`config.mk`:
```
export PLATFORM = sky130hd
export DESIGN_NAME = rename_table
export DESIGN_NICKNAME = d
export VERILOG_FILES = /design/src/design/prf_pkg.sv /design/src/design/rename_table.sv
export VERILOG_INCLUDE_DIRS = /design/src /design/src/design
export SDC_FILE = /design/constraint.sdc
export NUM_CORES = 1
export LEC_CHECK = 0
export ABC_AREA = 1
export BUFFER_PORTS_ARGS = -buffer_cell sky130_fd_sc_hd__buf_2
export CELL_PAD_IN_SITES_DETAIL_PLACEMENT = 0
export CELL_PAD_IN_SITES_GLOBAL_PLACEMENT = 2
export CORE_ASPECT_RATIO = 0.5
export CORE_UTILIZATION = 36
export CTS_CLUSTER_SIZE = 20
export DETAILED_ROUTE_END_ITERATION = 7
export HOLD_SLACK_MARGIN = 0.06
export PLACE_DENSITY_LB_ADDON = 0.1
export SLEW_MARGIN = 20
export SYNTH_ARGS = -nofsm -noshare
export SYNTH_HDL_FRONTEND = slang
export SYNTH_SLANG_ARGS = --single-unit
```
`constraint.sdc`:
```
create_clock -name clk -period 2.1 [get_ports clk]
set_clock_uncertainty 0.15 [all_clocks]
set_input_delay 0.105 -clock clk [delete_from_list [all_inputs] [get_ports clk]]
set_output_delay 0.105 -clock clk [all_outputs]
set_load 0.02 [all_outputs]
```
`src/design/prf_macros.svh`:
```
//////////////////////////////////////////////////
// rename subsystem sizes
//////////////////////////////////////////////////
`ifndef PRF_MACROS_SVH
`define PRF_MACROS_SVH

// physical register file depth
`define PRF_ENTRIES 64

// RV32I architectural registers
`define ARCH_REGS 32

// common data bus writeback lanes
`define CDB_LANES 2

// index and tag widths
`define PREG_W 6
`define AREG_W 5
`define ROB_ID_W 5

`endif

```
`src/design/prf_pkg.sv`:
```
//////////////////////////////////////////////////
// rename subsystem types
//////////////////////////////////////////////////
`default_nettype none

`include "prf_macros.svh"

package prf_pkg;

    // physical register index
    typedef logic [`PREG_W-1:0] preg_t;

    // architectural register index
    typedef logic [`AREG_W-1:0] areg_t;

    // reorder buffer entry tag
    typedef logic [`ROB_ID_W-1:0] rob_id_t;

    // data word
    typedef logic [31:0] word_t;

endpackage

`default_nettype wire

```
`src/design/rename_table.sv`:
```
//////////////////////////////////////////////////
// register alias table, arch to physical map
//////////////////////////////////////////////////
`timescale 1ns/1ns
`default_nettype none

`include "prf_macros.svh"

module rename_table (
    input  wire logic           clk,
    input  wire logic           rst,
    input  wire logic           dispatch,
    input  wire prf_pkg::areg_t rs1,
    input  wire prf_pkg::areg_t rs2,
    input  wire prf_pkg::areg_t rd,
    input  wire prf_pkg::preg_t alloc_preg,
    output logic                alloc,
    output prf_pkg::preg_t      rs1_preg,
    output prf_pkg::preg_t      rs2_preg,
    output prf_pkg::preg_t      old_preg,
    output prf_pkg::preg_t      rd_preg
);

    // one physical index per architectural register
    prf_pkg::preg_t map [`ARCH_REGS];

    // x0 never gets a new home
    assign alloc = dispatch && (rd != '0);

    // source lookups, combinational
    assign rs1_preg = map[rs1];
    assign rs2_preg = map[rs2];

    // previous mapping of rd, the ROB frees it at commit
    assign old_preg = map[rd];

    // destination tag, physical 0 when nothing is allocated
    assign rd_preg = alloc ? alloc_preg : '0;

    always_ff @(posedge clk) begin
        if (rst) begin
            // identity map
            for (int i = 0; i < `ARCH_REGS; i++) begin
                map[i] <= prf_pkg::preg_t'(i);
            end
        end else if (alloc) begin
            // entry 0 is untouched since alloc needs rd nonzero
            map[rd] <= alloc_preg;
        end
    end

    // the free list must never hand out x0's home
    a_alloc_nonzero: assert property (
        @(posedge clk) disable iff (rst) alloc |-> (alloc_preg != '0)
    ) else $error("rename_table: allocated physical 0");

    // a fresh register must not still be mapped by any other entry
    // only checked against the sources read in the same cycle
    a_alloc_not_live: assert property (
        @(posedge clk) disable iff (rst)
        alloc |-> (alloc_preg != rs1_preg) && (alloc_preg != rs2_preg)
    ) else $error("rename_table: allocated register still mapped");

endmodule

`default_nettype wire

```
==> out/qor.yml <==
synth:
  synth_edf_count: 192
  yosys-top-cells-area: "edfxtp_1 (46%), nand2_1 (28%), nand3_1 (12%)"
  syn_area_um2: 12420
  yosysTopAreaCell: "edfxtp_1"
  synth.top_cell.area_share: 0.4643
  netlist_instances: 1803
  synth_common_cells: "nand2_1 (924), nand3_1 (293), edfxtp_1 (192)"
  ys_async_sr_fraction: 0
  synthMostInstantiatedCell: "nand2_1"
  yosys.cell_types.count: 18
  ys_seq_area_frac: 0.4643
  yosysWarningCount: 0
  avgSynthCellArea_um2: 6.887
  ys_ff_latch: 192
  synth_ff_type: "edfxtp_1"
cts:
  clockBufferDepth: 2
  path_clk_slew_ns: 0.08
  cts_sinks: 192
  htree_levels: 4
  cts_root_buffer: "clkbuf_16"
  tritoncts: "done"
  numCtsBuffers: 17
detailed_routing:
  wl_per_cell_um: 23.29
  drt-total-wl_um: 53590
  dr_total_vias: 12790
  vias_per_cell: 5.558
  dr.pass1.iters: 6
  final_antenna_net_count: 0
  drt_iter0_drc: 1710
  drc: 0
setup_path:
  crit_path_start_kind: "register"
  crit_path_end_kind: "output pin"
  worstSetupPathType: "register to output pin"
  critPathArrivalTime_ns: 1.82
  critical_path_required_ns: 1.85
  worst-path-max-fanout: 2
sta:
  hold_viol: 0
  fin_crit_sh: 0.9904
  fmax_mhz: 480.8
  tightest_slew_ns: 0.6044
  slew_violations: 0
  max_slew_margin: 0.5970
  rsz0062_at_grt: "yes"
  fin_tns_setup_ns: 0
  setup_viol: 0
  fin_crit_ns: 2.080
hold_path:
  hp-class: "primary input to register"
placed_design:
  dp_hpwl_um: 36120
  gp_congestion: 0.8771
  io_buffers: 48
power_and_ir_drop:
  power.density_nw_per_um2: 670.0
  power_mw: 9.900
  p_leak_nw: 6.248
  ir_worst_vdd_v: 0.0004876
layout:
  regMostFlops: "map"
  nets: 1871
  largest_reg_flops: 192
  drive_gt1_frac: 0.1763
  top_regs: "map: 192 flops"
  diodes: 0
  syn_to_final_growth_pct: 18.99
  finish.utilization: 0.4408
floorplan:
  initial_core_util: 0.3704
  die_width_um: 264.6
  core-area_um2: 33520
  ioPinCount: 49
  dieArea_um2: 35280
  rows: 47
  die-height_um: 133.3
global_routing:
  grt_max_degree: 73
  grt_pass1_wl_um: 78030
  grt_pass1_vias: 11740
  grtUsageTotal: 0.3072
  antenna_found_initial: 0
  grt.overflow.total: 0
flow_run:
  drv_cap: 0
run_status:
  status: "finished clean"
## critical path: stages, from the launching register on
cell and delay (ns):
edfxtp_1 0.44, nand2_1 0.10, nand4_1 0.14, nand2_1 0.09, nand2_1 0.10, nor2_2 0.20
nand2_2 0.11, buf_4 0.17
## cell type report
class	instances	area [µm²]
Clock inverter	14	135.1
Fill cell	3396	18740
Tap cell	441	551.8
Timing Repair Buffer	138	1296
Sequential cell	192	5766
Clock buffer	18	429.2
Multi-Input combinational cell	1436	6365
Inverter	62	232.7
## cell families after synthesis
family | Yosys count | synth area share
compound gates | 1 | 0.0007055
simple gates | 1429 | 0.4790
other cells | 1 | 0.0003020
buf+inv | 180 | 0.05562
flops | 192 | 0.4643
## power by group
| group | internal (mW) | switching, mW |
|---|---|---|
| clock network | 1.65 | 1.56 |
| logic | 0.627 | 1.40 |
| registers | 4.43 | 0.222 |
## metrics by stage
step           hold slack [ns]  setup WS [ns]  cell area [µm²]  std cells
2_1_floorplan           0.1829         0.4093            12440       1808
3_3_place_gp            0.3845        0.03840            13640       2254
3_5_place_dp            0.3960       -0.06285            13640       2254
4_1_cts                0.07654       -0.02915            14360       2299
5_1_grt                 0.1209       -0.01024            14780       2301
6_report               0.08726        0.02023            14780       2301
## path summary, 6_finish.rpt
| check | startpoint | to | cells past startpoint |
|---|---|---|---|
| setup / recovery | map[26][1] | old_preg[1] | 7 |
| hold / removal | rd[4] | map[15][2] | 5 |
## repair_timing
action,in CTS,in global routing
gates resized for setup,10,113
hold buffers,8,0
pin swaps,4,44
endpoints found under the hold margin,85,0
setup buffers,5,2
setup endpoints to repair,8,18
## layout by cell type (no fill, tap or decap), types with 18 or more instances in the layout
cell type	synthesis	routed
nand2_1	924	879
nand3_1	293	251
edfxtp_1	192	192
nor2_1	139	127
buf_4	0	63
nand2_2	3	48
nand4_1	48	48
inv_2	37	43
nand3_2	1	42
buf_2	12	34
buf_12	0	23
nor2_2	13	20
inv_1	22	18
## per-layer routing
metal	wire [µm]	track usage	vias up	part of all wire
met5	0	0	-	0
li1	-	-	5935	-
met1	24220	0.4390	6195	0.45
met4	922	0.07784	0	0.017
met3	5567	0.08743	54	0.10
met2	22880	0.4541	604	0.43
(Power assumes the default switching activity.)
