$ cat src/design/prf_macros.svh
//////////////////////////////////////////////////
// rename subsystem sizes
//////////////////////////////////////////////////
`ifndef PRF_MACROS_SVH
`define PRF_MACROS_SVH

// physical register file depth
`define PRF_ENTRIES 64

// RV32I architectural registers
`define ARCH_REGS 32

// common data bus writeback lanes
`define CDB_LANES 2

// index and tag widths
`define PREG_W 6
`define AREG_W 5
`define ROB_ID_W 5

`endif

$ cat src/design/prf_pkg.sv
//////////////////////////////////////////////////
// rename subsystem types
//////////////////////////////////////////////////
`default_nettype none

`include "prf_macros.svh"

package prf_pkg;

    // physical register index
    typedef logic [`PREG_W-1:0] preg_t;

    // architectural register index
    typedef logic [`AREG_W-1:0] areg_t;

    // reorder buffer entry tag
    typedef logic [`ROB_ID_W-1:0] rob_id_t;

    // data word
    typedef logic [31:0] word_t;

endpackage

`default_nettype wire

$ cat src/design/free_list.sv
//////////////////////////////////////////////////
// free list of physical registers
// circular queue, pop on allocate, push on commit
//////////////////////////////////////////////////
`timescale 1ns/1ns
`default_nettype none

`include "prf_macros.svh"

module free_list (
    input  wire logic           clk,
    input  wire logic           rst,
    input  wire logic           alloc,
    input  wire logic           commit,
    input  wire prf_pkg::preg_t commit_preg,
    output prf_pkg::preg_t      alloc_preg,
    output logic                free_empty
);

    // only the registers above the architectural set start out free
    localparam int unsigned DEPTH = `PRF_ENTRIES - `ARCH_REGS;
    localparam int unsigned PTR_W = $clog2(DEPTH);
    localparam int unsigned CNT_W = $clog2(DEPTH + 1);

    prf_pkg::preg_t   fifo [DEPTH];
    logic [PTR_W-1:0] head;
    logic [PTR_W-1:0] tail;
    logic [CNT_W-1:0] count;

    // wrap a queue pointer
    function automatic logic [PTR_W-1:0] ptr_next(input logic [PTR_W-1:0] p);
        return (p == PTR_W'(DEPTH - 1)) ? '0 : p + 1'b1;
    endfunction

    always_ff @(posedge clk) begin
        if (rst) begin
            // queue full with 32..63 in order
            for (int i = 0; i < DEPTH; i++) begin
                fifo[i] <= prf_pkg::preg_t'(`ARCH_REGS + i);
            end
            head  <= '0;
            tail  <= '0;
            count <= CNT_W'(DEPTH);
        end else begin
            // pop side
            if (alloc) begin
                head <= ptr_next(head);
            end
            // push side, a released register goes to the back
            if (commit) begin
                fifo[tail] <= commit_preg;
                tail       <= ptr_next(tail);
            end
            // occupancy, unchanged when both happen
            case ({alloc, commit})
                2'b10:   count <= count - 1'b1;
                2'b01:   count <= count + 1'b1;
                default: count <= count;
            endcase
        end
    end

    // head is offered before the pop edge
    assign alloc_preg = fifo[head];
    assign free_empty = (count == '0);

    // dispatcher must hold off while empty
    a_no_alloc_empty: assert property (
        @(posedge clk) disable iff (rst) alloc |-> (count != '0)
    ) else $error("free_list: allocate while empty");

    // more releases than allocations means a double free upstream
    a_no_commit_full: assert property (
        @(posedge clk) disable iff (rst) (commit && !alloc) |-> (count != CNT_W'(DEPTH))
    ) else $error("free_list: release while full");

    // x0 home never enters the queue
    a_no_free_p0: assert property (
        @(posedge clk) disable iff (rst) commit |-> (commit_preg != '0)
    ) else $error("free_list: release of physical 0");

endmodule

`default_nettype wire

$ cat config.mk
export PLATFORM = sky130hd
export DESIGN_NAME = free_list
export DESIGN_NICKNAME = d
export VERILOG_FILES = /design/src/design/prf_pkg.sv /design/src/design/free_list.sv
export VERILOG_INCLUDE_DIRS = /design/src /design/src/design
export SDC_FILE = /design/constraint.sdc
export NUM_CORES = 1
export LEC_CHECK = 0
export BUFFER_PORTS_ARGS = -buffer_cell sky130_fd_sc_hd__buf_2
export CAP_MARGIN = 20
export CORE_MARGIN = 2
export CORE_UTILIZATION = 55
export CTS_CLUSTER_DIAMETER = 200
export DETAILED_ROUTE_END_ITERATION = 6
export PLACE_DENSITY = 0.71
export SYNTH_ARGS = -nofsm -noshare
export SYNTH_HDL_FRONTEND = slang
export SYNTH_SLANG_ARGS = --single-unit
$ cat constraint.sdc
create_clock -name clk -period 7.01 [get_ports clk]
set_clock_uncertainty 0.2 [all_clocks]
set_input_delay 1.0515 -clock clk [delete_from_list [all_inputs] [get_ports clk]]
set_output_delay 1.0515 -clock clk [all_outputs]
set_load 0.01 [all_outputs]
==> reports/metrics.cfg <==
[layout]
diodes=0
syn2layout_area_growth_pct=8.558
stdcell_count=1012
fin_area_um2=10950
mostFrequentLayoutCells=192 x edfxtp_1, 65 x nand2_1, 64 x or3_1, 53 x mux2i_1, 50 x nor2_1
fillers=1378
mostFrequentLayoutCell=edfxtp_1
layout-drive-gt1-share=0.1315
fin_nets=790

[yosys]
synth_edf_count=192
synth.lib_cells_used.distinct=50
synth_cells=788
ys.flop_type=edfxtp_1
yosysWarnings=0
synthArstFlopShare=0
syn-cell-area_um2=10090
synth.net_count=811
synth_seq_cells=213
yosysSeqAreaShare=0.6132
syn_avg_cell_area_um2=12.80

[global_route]
grt_max_degree=73
track_usage=0.2321
antenna_found_initial=0
grt_overflow=0
grt_pass1_vias=6385
grt_pass1_wl_um=34890

[clocking]
clkSinkCount=213
cts-resized-gates=0
clock_path_buffers=3
clk_pin_slew_ns=0.06
cts_root_buf=clkbuf_16
cts_max_level=1
cts_buffers=22
clock_latency_ns=0.50
postCtsSetupBuffers=0
cts_tree=built
holdBufCountCts=0

[floorplan]
rows=49
dieHeight_um=139.4
io_pins=17
coreArea_um2=17960
die_w_um=139.4
start_util=0.5616
fp.dieArea_um2=19440

[setup_path]
cp_max_fo=28
endpoint_kind=output port
cpMaxStageDelayCell=mux4_1
cp_cell_sequence=buf_4, mux4_1, a22o_1, a221oi_1, nand3_1, buf_2
max_stage_delay_ns=0.62
cp.required_ns=5.76
crit_arrival_ns=2.81
startpoint_type=flip-flop
worstSetupPathType=flip-flop to output port

[sta]
tightest_slew_ns=1.074
tns_ns=0
finalWorstPathRequiredPeriod_ns=4.059
max_freq_ghz=0.2464
setup_viol=0
holdWs_ns=0.3261
post-route-period-util=0.5790
relSlewSlack=0.2823
finalHoldViolCount=0
slew_viol_final=0
grt_setup_unrepaired=false

[detailed_routing]
routedWlPerCell_um=22.23
final_antenna_net_count=0
vias_per_cell=6.256
drt-pass1-iter-count=7
detail_route.drc_violations=0
dr_total_vias=6331
drt_iter0_markers=492
totalWireLength_um=22500

[power]
ir_drop_mv=0.1757
power.density_nw_per_um2=254.1
p_leak_nw=3.241

[placed_design]
dpl.cell_count=970
port_buffers=16
place_area_um2=10180
dpl.hpwl_um=14490
gp_congestion=0.8447

[run_status]
status=completed

[hold_path]
hp-class=flip-flop to flip-flop

[job]
cap_violations=0

metal layers:
metal  part of all wire  track usage
met5                  0            0
met4              0.032      0.08559
met3              0.073      0.04439
met2               0.50       0.3945
met1               0.39       0.2994
state kept, by name (all words and copies together) (netlist names), named ones only:
signal / cells
fifo: 192
tail: 5
count: 6
head: 5
area by class of cell:
cell class / instances / area [um^2] / share of cell area
multi-input combinational: 499 / 3553 / 0.3245
inverter: 7 / 26.28 / 0.002399
sequential: 213 / 6190 / 0.5652
tap: 229 / 286.5 / 0.02616
timing repair buffer: 24 / 180.2 / 0.01645
clock buffer: 31 / 625.6 / 0.05712
clock inverter: 9 / 90.09 / 0.008226
worst paths after layout:
check	from	to	slack [ns]	cells after the start
max	flip-flop	alloc_preg[1]	2.95	6
min	count[4]	count[4]	0.33	2
max reg2reg	tail[0]	fifo[11][1]	4.30	4
min reg2reg	count[4]	count[4]	0.33	2
cell usage after synthesis (all sizes together), types with 2 or more instances:
library cell / n / area (um^2)
xor2: 2 / 17.52
a21oi: 17 / 85.08
nor3b: 2 / 15.01
nor2b: 6 / 37.54
and2: 33 / 206.5
a22oi: 14 / 105.1
nand3: 19 / 95.09
nand3b: 5 / 37.54
buf: 27 / 163.9
a211oi: 3 / 22.52
nand4: 2 / 12.51
nor4: 2 / 12.51
nor3: 45 / 225.2
dfxtp: 21 / 420.4
or3b: 3 / 26.28
and3: 5 / 31.28
nand2b: 6 / 37.54
a221oi: 6 / 58.80
clkbuf: 42 / 158.9
edfxtp: 192 / 5766
or3: 64 / 400.4
nand2: 65 / 244.0
a22o: 6 / 52.55
ha: 12 / 150.1
o31ai: 2 / 15.01
or2: 34 / 212.7
mux4: 24 / 585.6
nor2: 50 / 187.7
inv: 7 / 26.28
mux2i: 53 / 530.5
a21o: 2 / 15.01
o21ai: 7 / 35.03
cell families after synthesis:
| logic type | synth area share |
|---|---|
| multiplexers | 0.1106 |
| buffers and inverters | 0.03460 |
| flip-flops | 0.6132 |
| adder cells (fa/ha/maj) | 0.01687 |
| AND/OR/NAND/NOR | 0.1822 |
| XOR/XNOR | 0.002605 |
| AO/OA/AOI/OAI | 0.03993 |
per-stage QoR:
stage | util | power [mW] | worst slack (ns)
floorplan | - | 1.594 | 3.918
global placement | 0.5668 | 1.642 | 3.315
detailed placement | 0.5668 | 1.653 | 3.200
CTS | 0.6066 | 2.791 | 2.764
global route | 0.6097 | 2.862 | 2.813
finish | 0.6097 | 2.782 | 2.951
critical path: cells and delay by family (launching register included):
kind,cells,cell delay [ns]
muxes,1,0.62
buffers and inverters,2,0.57
and+or+nand+nor,1,0.13
AOI/OAI and AO/OA,2,0.67
DFF,1,0.31
where the power goes:
| part | total (mW) | internal [mW] | switching [mW] |
|---|---|---|---|
| sequential | 1.43 | 1.41 | 0.0183 |
| clock | 1.15 | 0.693 | 0.461 |
| combinational | 0.202 | 0.0751 | 0.127 |
| total | 2.78 | 2.18 | 0.606 |
(Power assumes the default switching activity.)
