==> src/design/prf_macros.svh <==
//////////////////////////////////////////////////
// rename subsystem sizes
//////////////////////////////////////////////////
`ifndef PRF_MACROS_SVH
`define PRF_MACROS_SVH

// physical register file depth
`define PRF_ENTRIES 64

// RV32I architectural registers
`define ARCH_REGS 32

// common data bus writeback lanes
`define CDB_LANES 2

// index and tag widths
`define PREG_W 6
`define AREG_W 5
`define ROB_ID_W 5

`endif

==> src/design/prf_pkg.sv <==
//////////////////////////////////////////////////
// rename subsystem types
//////////////////////////////////////////////////
`default_nettype none

`include "prf_macros.svh"

package prf_pkg;

    // physical register index
    typedef logic [`PREG_W-1:0] preg_t;

    // architectural register index
    typedef logic [`AREG_W-1:0] areg_t;

    // reorder buffer entry tag
    typedef logic [`ROB_ID_W-1:0] rob_id_t;

    // data word
    typedef logic [31:0] word_t;

endpackage

`default_nettype wire

==> src/design/phys_reg_file.sv <==
//////////////////////////////////////////////////
// physical register file with busy and ROB tags
// CDB writeback, operand reads bypass the CDB
//////////////////////////////////////////////////
`timescale 1ns/1ns
`default_nettype none

`include "prf_macros.svh"

module phys_reg_file (
    input  wire logic             clk,
    input  wire logic             rst,
    input  wire logic             alloc,
    input  wire prf_pkg::preg_t   rd_preg,
    input  wire prf_pkg::rob_id_t dispatch_rob_id,
    input  wire prf_pkg::preg_t   rs1_preg,
    input  wire prf_pkg::preg_t   rs2_preg,
    input  wire logic             cdb_valid [`CDB_LANES],
    input  wire prf_pkg::preg_t   cdb_preg [`CDB_LANES],
    input  wire prf_pkg::word_t   cdb_value [`CDB_LANES],
    output prf_pkg::word_t        rs1_value,
    output prf_pkg::word_t        rs2_value,
    output logic                  rs1_ready,
    output logic                  rs2_ready,
    output prf_pkg::rob_id_t      cdb_rob_id [`CDB_LANES]
);

    // per entry storage
    prf_pkg::word_t   value [`PRF_ENTRIES];
    logic             busy [`PRF_ENTRIES];
    prf_pkg::rob_id_t tag [`PRF_ENTRIES];

    always_ff @(posedge clk) begin
        if (rst) begin
            // all registers zero and ready
            for (int i = 0; i < `PRF_ENTRIES; i++) begin
                value[i] <= '0;
                busy[i]  <= 1'b0;
            end
        end else begin
            // writeback, lanes carry distinct registers
            for (int l = 0; l < `CDB_LANES; l++) begin
                if (cdb_valid[l] && (cdb_preg[l] != '0)) begin
                    value[cdb_preg[l]] <= cdb_value[l];
                    busy[cdb_preg[l]]  <= 1'b0;
                end
            end
            // new destination waits on its producer
            if (alloc && (rd_preg != '0)) begin
                busy[rd_preg] <= 1'b1;
                tag[rd_preg]  <= dispatch_rob_id;
            end
        end
    end

    // stored value unless a lane delivers it this cycle
    function automatic prf_pkg::word_t read_value(input prf_pkg::preg_t p);
        prf_pkg::word_t v;
        v = value[p];
        for (int l = 0; l < `CDB_LANES; l++) begin
            if (cdb_valid[l] && (cdb_preg[l] == p) && (p != '0)) begin
                v = cdb_value[l];
            end
        end
        return v;
    endfunction

    // ready when not busy or arriving on the CDB now
    function automatic logic read_ready(input prf_pkg::preg_t p);
        logic r;
        r = !busy[p];
        for (int l = 0; l < `CDB_LANES; l++) begin
            if (cdb_valid[l] && (cdb_preg[l] == p)) begin
                r = 1'b1;
            end
        end
        return r;
    endfunction

    // operand ports
    always_comb begin
        rs1_value = read_value(rs1_preg);
        rs1_ready = read_ready(rs1_preg);
        rs2_value = read_value(rs2_preg);
        rs2_ready = read_ready(rs2_preg);
    end

    // tag lookup so the ROB can mark completion
    always_comb begin
        for (int l = 0; l < `CDB_LANES; l++) begin
            cdb_rob_id[l] = tag[cdb_preg[l]];
        end
    end

    for (genvar a = 0; a < `CDB_LANES; a++) begin : g_lane_chk
        // a result only returns for a register that was waiting on it
        a_cdb_busy: assert property (
            @(posedge clk) disable iff (rst)
            (cdb_valid[a] && (cdb_preg[a] != '0)) |-> busy[cdb_preg[a]]
        ) else $error("phys_reg_file: CDB lane %0d writes a ready register", a);

        for (genvar b = a + 1; b < `CDB_LANES; b++) begin : g_pair
            // two producers for one register
            a_cdb_distinct: assert property (
                @(posedge clk) disable iff (rst)
                !(cdb_valid[a] && cdb_valid[b] && (cdb_preg[a] == cdb_preg[b]))
            ) else $error("phys_reg_file: CDB lanes %0d and %0d collide", a, b);
        end
    end

endmodule

`default_nettype wire

==> config.mk <==
export PLATFORM = sky130hd
export DESIGN_NAME = phys_reg_file
export DESIGN_NICKNAME = d
export VERILOG_FILES = /design/src/design/prf_pkg.sv /design/src/design/phys_reg_file.sv
export VERILOG_INCLUDE_DIRS = /design/src /design/src/design
export SDC_FILE = /design/constraint.sdc
export NUM_CORES = 2
export LEC_CHECK = 0
export BUFFER_PORTS_ARGS = -buffer_cell sky130_fd_sc_hd__buf_4
export CAP_MARGIN = 30
export CORE_MARGIN = 4
export CORE_UTILIZATION = 25
export CTS_CLUSTER_DIAMETER = 100
export CTS_CLUSTER_SIZE = 25
export DETAILED_ROUTE_END_ITERATION = 12
export PLACE_DENSITY = 0.48
export SETUP_SLACK_MARGIN = 0.05
export SYNTH_ARGS = -nofsm -noshare
export SYNTH_HDL_FRONTEND = slang
export SYNTH_SLANG_ARGS = --single-unit
==> constraint.sdc <==
create_clock -name clk -period 4.3 [get_ports clk]
set_clock_uncertainty 0.1 [all_clocks]
set_input_delay 0.215 -clock clk [delete_from_list [all_inputs] [get_ports clk]]
set_output_delay 0.215 -clock clk [all_outputs]
set_load 0.02 [all_outputs]
==> results by group <==
STA
  – RSZ-0062 raised after global routing: no
  – Rel. slew slack: 23.76%
  – Fin crit period: 4.314 ns
  – Final setup margin: -0.01441 ns
  – Final hold vios: 0
  – Final setup fails: 1
  – Hold Worst Slack: 0.1193 ns
  – Worst Tran Pin Value: 1.140 ns
  – Final Cycle Share: 100.3%
  – Fmax: 231.8 MHz
  – Final Max Slew Viols: 0

Critical path
  – RR Endpoint: busy[15]$_DFF_P_
  – Worst-path cell chain: mux4_2 -> mux2_2 -> nand2_1 -> a32oi_2 -> buf_4 -> nor4_1 -> nor2_1 -> buf_4
  – Req. time, crit path: 3.98 ns
  – Path depth of the worst reg2reg path: 3
  – R2r setup slk: 3.01 ns
  – Most used cell, CP: buf_4
  – CP startpoint kind: flip-flop
  – Worst EP arrival: 4.00 ns
  – Max FO, Critical Path: 2
  – Worst flop-to-flop path startpoint: busy[15]$_DFF_P_
  – Slowest CP cell: a32oi_2
  – Crit-path max cell delay: 0.81 ns
  – CP Class: flip-flop to output pin
  – Crit end category: output pin

Layout
  – Fillers: 55,270
  – Fraction of layout cells with a size suffix above 1: 26.31%
  – Final #Nets: 10,106
  – Area grow syn2layout: 13.83%

Die
  – Core area: 550,000 um2
  – Die area: 565,200 um2
  – Die height: 751.8 um
  – Die span in x: 751.8 um
  – Row count: 272
  – Starting Density: 25.15%
  – IO Pins: 180

Detailed routing
  – Vias post-DR: 110,086
  – DR DRC count: 0
  – Drt first pass iters: 9
  – Routed Wire Length: 748,200 um
  – Iter 0 DRT Violations: 18,929
  – Routed Antenna Nets: 0
  – WL/cell: 43.06 um
  – Vias per std cell: 6.335

Global route
  – Initial antenna violation count: 100
  – First-pass GRT wire length: 980,800 um
  – Largest net degree at the start of global routing: 74
  – Vias in the first global route: 104,359
  – Gr ovfl total: 0
  – Total GRT Usage: 25.38%

Run status
  – Status: finished, violations left
  – Failing checks: negative setup slack

Synthesis
  – Most instantiated cells after synthesis: edfxtp_1 (2,368), a22o_1 (1,849), clkbuf_1 (911)
  – Synthesis warning total: 0
  – Post-Syn Area: 138,300 um2
  – Syn Area/Cell: 13.67 um2
  – Post-Syn Instances: 10,118
  – Post-synth top area cell: edfxtp_1
  – Asr flop ratio synth: 0%
  – Yosys reg bits: 2,432
  – Netlist cell types: 73
  – Top cells by area, synth: edfxtp_1 (51%), mux4_2 (14%), a22o_1 (12%)
  – EDFF count, synth: 2,368
  – Main synth FF type: edfxtp_1
  – Sequential fraction of the synthesis area: 52.34%
  – Most common cell in the netlist: edfxtp_1
  – Synth top area share: 51.41%

Job
  – Max-cap violation count: 0

Pwr
  – Leakage: 51.58 nW
  – P per Cell Area: 338.0 nW/um2
  – VDD IR max: 0.2463 mV
  – Power Total: 53.21 mW

Clocking
  – Clock latency on the worst-skew pair: 0.91 ns
  – Sink Count: 2,432
  – Clk buf depth: 4
  – CTS root buf: clkbuf_16
  – Total CTS buffers: 135
  – CTS clk-pin slew, worst paths: 0.10 ns
  – Deepest level of the CTS H-tree: 4
  – TritonCTS clock tree: yes

Hold path
  – Hold depth: 3
  – WHS Endpoint: value[3][31]$_DFFE_PP_
  – Hold wc startpoint: cdb_preg[2]
  – Worst min path class: input port to flip-flop

Place
  – RePlAce Congestion: 0.9828
  – Detailed placement HPWL: 487,100 um
  – IO Port Bufs: 179
[critical path, delay by kind of cell (launching register included)]
kind / cells / cell delay [ns]
compound gates: 1 / 0.81
buf+inv: 2 / 0.54
flops: 1 / 0.39
mux: 2 / 0.48
simple gates: 3 / 0.83
[how the worst max path moves through the flow]
stage | slack [ns] | startpoint | end
5_1_grt | 0.05 | value[58][17]$_DFFE_PP_ | rs2_value[17]
4_1_cts | 0.05 | value[34][12]$_DFFE_PP_ | rs2_value[12]
2_1_floorplan | 0.14 | cdb_preg[9] | value[16][0]$_DFFE_PP_
6_report | -0.01 | value[34][12]$_DFFE_PP_ | rs2_value[12]
3_5_place_dp | -0.39 | rs2_preg[1] | rs2_value[17]
3_3_place_gp | -0.43 | rs2_preg[1] | rs2_value[19]
[cell type report]
cell class,instances,area [um2],share of cell area [%]
Antenna cell,39,97.59,0.06198
Clock buffer,148,3480,2.210
Clock inverter,65,744.5,0.4728
Inverter,73,279.0,0.1772
Multi-Input combinational cell,6203,60520,38.44
Sequential cell,2432,72390,45.98
Tap cell,7261,9085,5.770
Timing Repair Buffer,1157,10850,6.894
[cell families (layout without fill, tap and decap cells)]
logic type             after synthesis  in the layout  synth area share [%]
other                                1             76              0.002711
AO/OA/AOI/OAI                     3102           3102                 17.84
flip-flops                        2432           2432                 52.34
XOR/XNOR                            24             24                0.1520
AND/OR/NAND/NOR                   1325           1325                 4.214
buffers and inverters             1519           1443                 4.915
multiplexers                      1715           1715                 20.54
[cells in the final DEF, fill, tap and decap left out, drive strengths merged, types with 11 or more instances in the layout]
master,n
nand2b,11
buf,1063
and2,11
nor3,87
nor2b,61
a22o,1849
nand3,23
dfxtp,64
nor2,337
mux2,233
xnor2,24
mux2i,609
a21oi,143
o22ai,189
a211oi,34
nand2,651
a221oi,168
clkinv,29
clkbuf,148
a2111oi,32
dlygate4sd3,94
a22oi,121
nor4,36
edfxtp,2368
a31oi,59
o211ai,11
a221o,51
mux4,873
inv,95
or3,65
diode,39
o2111ai,35
o21ai,337
o221a,31
conb,37
[stage by stage]
| stage | util [%] | std cells | area [um2] | setup TNS (ns) | setup slack [ns] |
|---|---|---|---|---|---|
| after floorplan | - | 10154 | 138500 | 0 | 0.1390 |
| after global placement | 27.62 | 17018 | 151900 | -1.699 | -0.4318 |
| after detailed placement | 27.64 | 17030 | 152000 | -1.023 | -0.3898 |
| after CTS | 28.60 | 17338 | 157300 | 0 | 0.05339 |
| after global routing | 28.62 | 17351 | 157400 | 0 | 0.05379 |
| final | 28.63 | 17378 | 157400 | -0.01441 | -0.01441 |
[power by group]
| part | total [mW] | switching (mW) | leakage [nW] | internal [mW] |
|---|---|---|---|---|
| clock network | 15.5 | 9.13 | 2.03 | 6.36 |
| logic | 10.0 | 6.67 | 26.7 | 3.33 |
| registers | 27.7 | 0.640 | 22.9 | 27.1 |
| total | 53.2 | 16.4 | 51.6 | 36.8 |
[repair_timing]
| item | CTS | global route |
|---|---|---|
| resized for setup | 27 | 6 |
| hold endpoints to repair | 1507 | 0 |
| hold buffers | 94 | 0 |
| buffers inserted | 1 | 0 |
| setup endpoints to repair | 14 | 6 |
[metal layers]
layer / vias to the layer above / wire length, um / track usage (%)
met5: - / 415 / 0.2209
met4: 42 / 62720 / 17.41
met2: 9241 / 316100 / 37.02
li1: 41110 / - / -
met1: 57803 / 267200 / 31.21
met3: 1890 / 101700 / 9.150
[state kept, by name, summed over array words and instances, names as in the netlist]
register  count
busy         64
value      2048
tag         320
Power figures use the tool's default switching activity.
